<file path="src/verilog/isa_pkg.sv">
package isa_pkg;

    // Any other opcode value retires as a no-op
    typedef enum logic [3:0] {
        OP_LI     = 4'h1,
        OP_ADD    = 4'h2,
        OP_ST     = 4'h3,
        OP_EBREAK = 4'hf
    } opcode_t;

    typedef logic [3:0]  reg_idx_t;
    typedef logic [15:0] imm_t;
    typedef logic [31:0] instr_t;

    localparam int NUM_REGS = 16;

    // Instruction layout: opcode | rd | rs | unused | imm
    localparam int OPC_LSB = 28;
    localparam int RD_LSB  = 24;
    localparam int RS_LSB  = 20;
    localparam int IMM_LSB = 0;

endpackage

</file>
<file path="src/verilog/mem_pkg.sv">
package mem_pkg;

    typedef logic [31:0] word_t;
    typedef logic [31:0] addr_t;

    // Stores to this address go out on the IO port instead of DRAM
    localparam addr_t IO_BUS_ADDR = 32'hFFFF_FF00;

endpackage

</file>
<file path="src/verilog/instr_if.sv">
`timescale 1ns/1ps

interface instr_if;
    import isa_pkg::*;

    logic   valid;
    instr_t instr;
    // One pulse per instruction leaving the execute queue
    logic   credit;

    modport src (
        output valid,
        output instr,
        input  credit
    );

    modport dst (
        input  valid,
        input  instr,
        output credit
    );

endinterface

</file>
<file path="src/verilog/store_if.sv">
`timescale 1ns/1ps

interface store_if;
    import mem_pkg::*;

    logic  valid;
    addr_t addr;
    word_t data;
    // One pulse per store leaving the store queue
    logic  credit;

    modport src (
        output valid,
        output addr,
        output data,
        input  credit
    );

    modport dst (
        input  valid,
        input  addr,
        input  data,
        output credit
    );

endinterface

</file>
<file path="src/verilog/exec_unit.sv">
`timescale 1ns/1ps

module exec_unit #(
    parameter int INSTR_DEPTH = 4,
    parameter int STORE_DEPTH = 4
) (
    input  logic clk,
    input  logic rst,
    instr_if.dst instr,
    store_if.src store,
    output logic halt
);
    import isa_pkg::*;
    import mem_pkg::*;

    localparam int PTR_W  = (INSTR_DEPTH > 1) ? $clog2(INSTR_DEPTH) : 1;
    localparam int CNT_W  = $clog2(INSTR_DEPTH + 1);
    localparam int SCNT_W = $clog2(STORE_DEPTH + 1);

    typedef logic [PTR_W-1:0]  ptr_t;
    typedef logic [CNT_W-1:0]  count_t;
    typedef logic [SCNT_W-1:0] scredit_t;

    instr_t   queue [INSTR_DEPTH];
    ptr_t     wr_ptr;
    ptr_t     rd_ptr;
    count_t   count;
    word_t    regs [NUM_REGS];
    scredit_t store_credits;

    instr_t   head;
    opcode_t  opc;
    reg_idx_t rd;
    reg_idx_t rs;
    imm_t     imm;
    logic     st_stall;
    logic     push;
    logic     pop;

    function automatic ptr_t ptr_inc(ptr_t p);
        return (p == ptr_t'(INSTR_DEPTH - 1)) ? '0 : p + ptr_t'(1);
    endfunction

    // Decode of the queue head
    assign head = queue[rd_ptr];
    assign opc  = opcode_t'(head[OPC_LSB +: $bits(opcode_t)]);
    assign rd   = head[RD_LSB +: $bits(reg_idx_t)];
    assign rs   = head[RS_LSB +: $bits(reg_idx_t)];
    assign imm  = head[IMM_LSB +: $bits(imm_t)];

    // A store holds the head until the store queue has room
    assign st_stall = (opc == OP_ST) && (store_credits == '0);
    assign pop      = (count != '0) && !halt && !st_stall;
    assign push     = instr.valid && !halt;

    assign instr.credit = pop;

    // Store writes rs to address rd + imm
    assign store.valid = pop && (opc == OP_ST);
    assign store.addr  = regs[rd] + addr_t'(imm);
    assign store.data  = regs[rs];

    always_ff @(posedge clk) begin
        if (rst) begin
            wr_ptr <= '0;
            rd_ptr <= '0;
            count  <= '0;
        end else if (halt) begin
            // Drop everything fetched behind the EBREAK
            rd_ptr <= wr_ptr;
            count  <= '0;
        end else begin
            if (push) begin
                wr_ptr <= ptr_inc(wr_ptr);
            end
            if (pop) begin
                rd_ptr <= ptr_inc(rd_ptr);
            end
            count <= count + count_t'(push) - count_t'(pop);
        end
    end

    always_ff @(posedge clk) begin
        if (push) begin
            queue[wr_ptr] <= instr.instr;
        end
    end

    always_ff @(posedge clk) begin
        if (rst) begin
            halt          <= 1'b0;
            store_credits <= scredit_t'(STORE_DEPTH);
            for (int i = 0; i < NUM_REGS; i++) begin
                regs[i] <= '0;
            end
        end else begin
            store_credits <= store_credits - scredit_t'(store.valid)
                             + scredit_t'(store.credit);
            if (pop) begin
                case (opc)
                    OP_LI:     regs[rd] <= word_t'(imm);
                    OP_ADD:    regs[rd] <= regs[rd] + regs[rs];
                    OP_EBREAK: halt <= 1'b1;
                    // ST leaves through the store port, unknown opcodes do nothing
                    default: begin
                    end
                endcase
            end
        end
    end

endmodule

</file>
<file path="src/verilog/fetch_unit.sv">
`timescale 1ns/1ps

module fetch_unit #(
    parameter int INSTR_DEPTH = 4
) (
    input  logic            clk,
    input  logic            rst,
    input  logic            halt,

    output logic            i_req_valid,
    output mem_pkg::addr_t  i_req_addr,
    input  logic            i_rsp_valid,
    input  isa_pkg::instr_t i_rsp_data,

    instr_if.src            instr
);
    import mem_pkg::*;

    localparam int CNT_W = $clog2(INSTR_DEPTH + 1);

    typedef logic [CNT_W-1:0] credit_t;

    credit_t credit_cnt;
    addr_t   fetch_addr;
    logic    issue;

    // Space is reserved in the execute queue before the request goes out
    assign issue = (credit_cnt != '0) && !halt;

    always_ff @(posedge clk) begin
        if (rst) begin
            credit_cnt  <= credit_t'(INSTR_DEPTH);
            fetch_addr  <= '0;
            i_req_valid <= 1'b0;
        end else begin
            credit_cnt  <= credit_cnt - credit_t'(issue) + credit_t'(instr.credit);
            i_req_valid <= issue;
            if (issue) begin
                fetch_addr <= fetch_addr + addr_t'(4);
            end
        end
    end

    // Address of the request currently on the bus
    always_ff @(posedge clk) begin
        if (issue) begin
            i_req_addr <= fetch_addr;
        end
    end

    // Memory answers in order and never stalls, so responses go straight through
    assign instr.valid = i_rsp_valid;
    assign instr.instr = i_rsp_data;

endmodule

</file>
<file path="src/verilog/mini_core.sv">
`timescale 1ns/1ps

module mini_core #(
    parameter int INSTR_DEPTH  = 4,
    parameter int STORE_DEPTH  = 4,
    parameter int DRAM_CREDITS = 2
) (
    input  logic            clk,
    input  logic            rst,

    // Instruction memory
    output logic            i_req_valid,
    output mem_pkg::addr_t  i_req_addr,
    input  logic            i_rsp_valid,
    input  isa_pkg::instr_t i_rsp_data,

    // DRAM store requests
    output logic            dram_req_valid,
    output mem_pkg::addr_t  dram_req_addr,
    output mem_pkg::word_t  dram_req_data,
    input  logic            dram_credit,

    // IO bus
    output logic            io_valid,
    output mem_pkg::word_t  io_data,

    output logic            ebreak
);

    instr_if instr_ch ();
    store_if store_ch ();

    // ebreak also stops the fetch side
    fetch_unit #(
        .INSTR_DEPTH (INSTR_DEPTH)
    ) fetch_i (
        .clk         (clk),
        .rst         (rst),
        .halt        (ebreak),
        .i_req_valid (i_req_valid),
        .i_req_addr  (i_req_addr),
        .i_rsp_valid (i_rsp_valid),
        .i_rsp_data  (i_rsp_data),
        .instr       (instr_ch.src)
    );

    exec_unit #(
        .INSTR_DEPTH (INSTR_DEPTH),
        .STORE_DEPTH (STORE_DEPTH)
    ) exec_i (
        .clk   (clk),
        .rst   (rst),
        .instr (instr_ch.dst),
        .store (store_ch.src),
        .halt  (ebreak)
    );

    store_unit #(
        .STORE_DEPTH  (STORE_DEPTH),
        .DRAM_CREDITS (DRAM_CREDITS)
    ) store_i (
        .clk            (clk),
        .rst            (rst),
        .store          (store_ch.dst),
        .dram_req_valid (dram_req_valid),
        .dram_req_addr  (dram_req_addr),
        .dram_req_data  (dram_req_data),
        .dram_credit    (dram_credit),
        .io_valid       (io_valid),
        .io_data        (io_data)
    );

endmodule

</file>
<file path="src/verilog/store_unit.sv">
`timescale 1ns/1ps

module store_unit #(
    parameter int STORE_DEPTH  = 4,
    parameter int DRAM_CREDITS = 2
) (
    input  logic           clk,
    input  logic           rst,
    store_if.dst           store,

    output logic           dram_req_valid,
    output mem_pkg::addr_t dram_req_addr,
    output mem_pkg::word_t dram_req_data,
    input  logic           dram_credit,

    output logic           io_valid,
    output mem_pkg::word_t io_data
);
    import mem_pkg::*;

    localparam int PTR_W  = (STORE_DEPTH > 1) ? $clog2(STORE_DEPTH) : 1;
    localparam int CNT_W  = $clog2(STORE_DEPTH + 1);
    localparam int DCNT_W = $clog2(DRAM_CREDITS + 1);

    typedef logic [PTR_W-1:0]  ptr_t;
    typedef logic [CNT_W-1:0]  count_t;
    typedef logic [DCNT_W-1:0] dcredit_t;

    addr_t    q_addr [STORE_DEPTH];
    word_t    q_data [STORE_DEPTH];
    ptr_t     wr_ptr;
    ptr_t     rd_ptr;
    count_t   count;
    dcredit_t dram_credits;

    logic     head_io;
    logic     io_pop;
    logic     dram_pop;
    logic     pop;

    function automatic ptr_t ptr_inc(ptr_t p);
        return (p == ptr_t'(STORE_DEPTH - 1)) ? '0 : p + ptr_t'(1);
    endfunction

    // Stores leave strictly in order, an IO head waits behind a stalled DRAM store
    assign head_io  = (q_addr[rd_ptr] == IO_BUS_ADDR);
    assign io_pop   = (count != '0) && head_io;
    assign dram_pop = (count != '0) && !head_io && (dram_credits != '0);
    assign pop      = io_pop || dram_pop;

    assign store.credit = pop;

    assign io_valid       = io_pop;
    assign io_data        = q_data[rd_ptr];
    assign dram_req_valid = dram_pop;
    assign dram_req_addr  = q_addr[rd_ptr];
    assign dram_req_data  = q_data[rd_ptr];

    always_ff @(posedge clk) begin
        if (rst) begin
            wr_ptr       <= '0;
            rd_ptr       <= '0;
            count        <= '0;
            dram_credits <= dcredit_t'(DRAM_CREDITS);
        end else begin
            if (store.valid) begin
                wr_ptr <= ptr_inc(wr_ptr);
            end
            if (pop) begin
                rd_ptr <= ptr_inc(rd_ptr);
            end
            count        <= count + count_t'(store.valid) - count_t'(pop);
            dram_credits <= dram_credits - dcredit_t'(dram_pop) + dcredit_t'(dram_credit);
        end
    end

    always_ff @(posedge clk) begin
        if (store.valid) begin
            q_addr[wr_ptr] <= store.addr;
            q_data[wr_ptr] <= store.data;
        end
    end

endmodule
</file>
<file path="config.mk">
export PLATFORM = sky130hd
export DESIGN_NAME = mini_core
export DESIGN_NICKNAME = d
export VERILOG_FILES = /design/src/verilog/isa_pkg.sv /design/src/verilog/mem_pkg.sv /design/src/verilog/instr_if.sv /design/src/verilog/store_if.sv /design/src/verilog/exec_unit.sv /design/src/verilog/fetch_unit.sv /design/src/verilog/mini_core.sv /design/src/verilog/store_unit.sv
export SDC_FILE = /design/constraint.sdc
export NUM_CORES = 2
export LEC_CHECK = 0
export BUFFER_PORTS_ARGS = -buffer_cell sky130_fd_sc_hd__buf_2
export CAP_MARGIN = 0
export CORE_ASPECT_RATIO = 0.6
export CORE_MARGIN = 3
export CORE_UTILIZATION = 50
export DETAILED_ROUTE_END_ITERATION = 10
export HOLD_SLACK_MARGIN = 0.03
export PLACE_DENSITY = 0.75
export REMOVE_ABC_BUFFERS = 1
export SLEW_MARGIN = 30
export SYNTH_ARGS = -nofsm -noshare
export SYNTH_HDL_FRONTEND = slang
export SYNTH_HIERARCHICAL = 1
export SYNTH_SLANG_ARGS = --single-unit
</file>
<file path="constraint.sdc">
create_clock -name clk -period 16.9 [get_ports clk]
set_input_delay 0.845 -clock clk [delete_from_list [all_inputs] [get_ports clk]]
set_output_delay 0.845 -clock clk [all_outputs]
set_load 0.02 [all_outputs]
</file>
Word-level counts from Yosys, hierarchy flattened
Memory sizes are Yosys's and may differ from the RTL's. A register that Yosys moved wholly into a read port is not among the register bits. Index checks and enable logic that the tools add are counted. Widths: inputs -> output; s select.

Memories kept: 4. Register bits after elaboration: 88. Output and inout bits: 132. Input port bits: 36. RAM bits: 896. Logic and storage cells: 98.

Memories: exec_i.regs (words 16, bits a word 32, read ports 2, clocked after Yosys merged registers in 0, wr ports 16, RTL line exec_unit.sv:28) `word_t regs [NUM_REGS];`; exec_i.queue (words 4, bits a word 32, read ports 1, clocked after Yosys merged registers in 1, wr ports 1, RTL line exec_unit.sv:24) `instr_t queue [INSTR_DEPTH];`; store_i.q_addr (words 4, bits a word 32, read ports 1, clocked after Yosys merged registers in 1, wr ports 1, RTL line store_unit.sv:29) `addr_t q_addr [STORE_DEPTH];`; store_i.q_data (words 4, bits a word 32, read ports 1, clocked after Yosys merged registers in 1, wr ports 1, RTL line store_unit.sv:30) `word_t q_data [STORE_DEPTH];`.

Bitwise gates (word level): 2. Add/sub/neg operators: 17. Mux-type cells: 30. Reduce and logical (&&, ||, !) cells: 23. Equality and inequality tests: 9.

Operators by type and width (count): $mux 32 (2); $add 32x16->32 (1); $add 32x3->32 const B (1); $add 32x32->32 (1); $eq 32x32->1 const B (1); $reduce_or 32->1 (1); $mux 2 (12); $mux 1 (15); $add 3x1->3 (4); $sub 3x1->3 (4); $logic_and 1x1->1 (9); $reduce_bool 3->1 (3); $add 2x1->2 const B (4); $eq 2x2->1 const B (4); $eq 4x2->1 const B (2); $eq 4x1->1 const B (1); $eq 4x4->1 const B (1); $mux 4 (1); $reduce_and 2->1 (2); $reduce_bool 2->1 (2); $logic_not 1->1 (3); $logic_not 3->1 (1); $add 2x1->2 (1); $reduce_or 2->1 (1); other kinds (4) (4).

Longest topological paths before layout
Word-level depth: 10. Mapped depth: 26. Mapped depth without buffers: 17.

By module
Netlist, hierarchy kept.

By module, submodules not included: exec_unit (sequential area each 18998.2 µm², area an instance 34250.3 µm², instances 1, cells each 2577); store_unit (sequential area each 7907.6 µm², area an instance 10257.3 µm², instances 1, cells each 437); fetch_unit (sequential area each 1581.5 µm², area an instance 2869.0 µm², instances 1, cells each 262).

Worst setup path after synthesis
OpenSTA, ideal clock, no wires.

Path type: reg2reg. Start: reg with a tool-made name. End: mem exec_i/regs[10][20] (netlist bit) (data pin). Path buffers: 8. Setup slack: 11.468 ns. Cell stages (with the launch flop): 23. Data arrival time: 5.166 ns. Required time: 16.634 ns. Clock period less this slack: 5.432 ns. Path through: dfxtp_1 -> mux4_2 -> buf_6 -> buf_6 -> buf_6 -> buf_6 -> buf_2 -> buf_2 -> mux4_2 -> a211oi_1 -> a21oi_1 -> ha_1 -> clkbuf_1 -> a21oi_1 -> o21bai_1 -> a21o_1 -> a21oi_1 -> nor2b_1 -> or4_1 -> a21boi_0 -> xor2_1 -> clkbuf_1 -> nor2_1.

RTL lines (RTL line): end: declaration (exec_unit.sv:28).

==> results.md <==
* Area of the core at ~93000 sq um
* Setup violators final at 0
* Worst R2R Path Depth at 18
* WP data required at about 17 ns
* Vias in the first global route at 28.36k
* Critical path data arrival time at around 8.5 ns
* Nets at 3413
* # hold bufs at CTS at 0
* Post-route minimum period at 8.075 ns
* Unrepaired setup endpoints after global routing: false
* Resized Gates After CTS at 0
* Hold depth at 1
* First-pass GRT wire length at 187600 um
* Worst-Margin Slew at 1.007 ns
* Yosys warns at 6
* Routability cong. at 0.9105
* Initial core utilization at 50.99%
* Largest net degree at the start of global routing at 126
* Internal reg-to-reg setup slack at between 8 and 9 ns
* Synthesized cell area at 47350 sq um
* Gr usage total at between 20% and 30%
* CTS buffer count at 81
* Fillers at a little over 7k
* Final Cycle Share at 47.78%
* H-tree depth reported by CTS at 3
* Critical path's slowest cell: mux4_4
* CTS tree: done
* Max stage delay on crit path at between 0.9 and 1 ns
* Crit path top cell by count: buf_4
* Peak supply drop at 0.2366 mV
* Layout cells sized above 1 at 22.39%
* Dpl hpwl at 80630 um
* Crit path buffers/inverters at 4
* Cell Chain, Critical Path: buf_4 > mux4_4 > buf_4 > buf_4 > mux4_2 > mux2i_1 > mux2_2 > inv_1 > ha_1 > a21o_1 > a21o_1 > a2111o_1 > a31o_2 > a41oi_2 > o21ai_1 > a221oi_1 > xnor2_4 > nor2_1
* CTS sink cnt at 968
* CP delay by family, top: compound AO/OA/AOI/OAI gates
* Final hold vios at 0
* Crit end category: register
* Slew Limit Fails at 0
* Hold crit path type: in2reg
* Total Wirelength at 127600 um
* Pleak at 18.09 nW
* Die ar. at 98540 sq um
* CP max FO at 33
* Startpoint of the worst hold path: i_rsp_data[12]
* Pwr Density at 206.3 nW/um^2
* DR vias at 29.65k
* Max Clock Skew at 0.02197 ns
* Setup_tns at 0 ns
* Die height at 244.4 um
* First DRT Iteration DRCs at 4316
* Most common cell after layout, fill and taps aside: edfxtp_1
* CTS root buffer: clkbuf_16
* Synth-to-layout area growth at 8.705%
* Cell row count at 86
* Syn Inst Count at 3272
* Min-Delay Endpoint: exec_i/queue[0][12]
* Vias per cell at 6.447
* # DRC at 0
* Die W at 403.3 um
* Outcome: finished clean
* Port Buffers at 161
* Clock buffer depth at 3
* Power, Total at 0.01062 W
* Slew HR at 32.70%
* Max-cap violations at 0
* DRT Pass-1 Iters at 7
* Mapped Avg Cell Area at between 10 and 15 sq um
* Most frequent cells in the layout: edfxtp_1, nor2_1, mux4_2
* R2r endpoint: exec_i/regs[0][31]
* Diodes inserted at 0
* Post-CTS setup buffers at 0
* Initial antenna violation count at 1
* WL/cell at 27.74 um
* Worst-Skew Late Latency at 0.67 ns
* Clock Pin Slew Worst Setup and Hold Paths at roughly 0.070 ns
* Startpoint Class: register
* F_max at 0.1238 GHz
* IO Count at 168
* Crit path kind: reg2reg
* Remaining antenna violation count after routing at 0
* Final global-route overflow total at 0
-- power breakdown --
part	total [W]	switching (W)	leakage, nW	internal, W
clock	0.00192	0.000866	1.32	0.00105
sequential	0.00316	0.0000828	9.45	0.00307
combinational	0.00554	0.00363	7.32	0.00192
total	0.0106	0.00458	18.1	0.00604
-- metal layers --
metal	wire [um]	share of wire [%]	GRT usage, %
met4	3511	2.8	7.123
met5	0	0	0
met1	51620	40	39.22
met3	17920	14	7.207
met2	54520	43	35.95
-- area by class of cell --
type | instances | area (sq um) | share of cell area (%)
tap | 1232 | 1541 | 2.995
timing repair buffer | 249 | 1491 | 2.898
sequential | 968 | 28500 | 55.37
multi-input combinational | 1963 | 17130 | 33.28
clock buffer | 100 | 2236 | 4.344
inverter | 40 | 150.1 | 0.2917
clock inverter | 47 | 422.9 | 0.8217
-- per-stage QoR --
stage | hold WS, ns | cell area [sq um] | cells | setup slack [ns] | utilization [%]
CTS | 0.3593 | 51430 | 4598 | 8.811 | 55.38
global placement | 0.4622 | 48740 | 4451 | 8.906 | 52.49
finish | 0.3990 | 51470 | 4599 | 8.825 | 55.42
floorplan | 0.4231 | 45630 | 2971 | 8.125 | -
detailed placement | 0.4606 | 48770 | 4451 | 8.868 | 52.52
global route | 0.3781 | 51470 | 4599 | 8.257 | 55.42
-- worst max-delay path by stage --
| stage | endpoint | slack (ns) | cells past startpoint | startpoint |
|---|---|---|---|---|
| floorplan | exec_i/regs[0][28] | 8.12 | 15 | register |
| finish | exec_i/regs[0][31] | 8.83 | 18 | register |
| CTS | exec_i/regs[0][31] | 8.81 | 18 | register |
| global placement | exec_i/regs[12][29] | 8.91 | 18 | register |
| global route | exec_i/regs[11][30] | 8.26 | 18 | register |
| detailed placement | exec_i/regs[0][31] | 8.87 | 18 | register |
-- state kept, by name, summed over array words and instances, names as in the netlist, 3 cells and up, named ones only --
| name | flops |
|---|---|
| exec_i/count | 3 |
| exec_i/queue | 112 |
| exec_i/regs | 512 |
| exec_i/store_credits | 3 |
| fetch_i/credit_cnt | 3 |
| fetch_i/fetch_addr | 30 |
| fetch_i/i_req_addr | 30 |
| store_i/count | 3 |
| store_i/q_addr | 128 |
| store_i/q_data | 128 |
(Power assumes the default switching activity.)
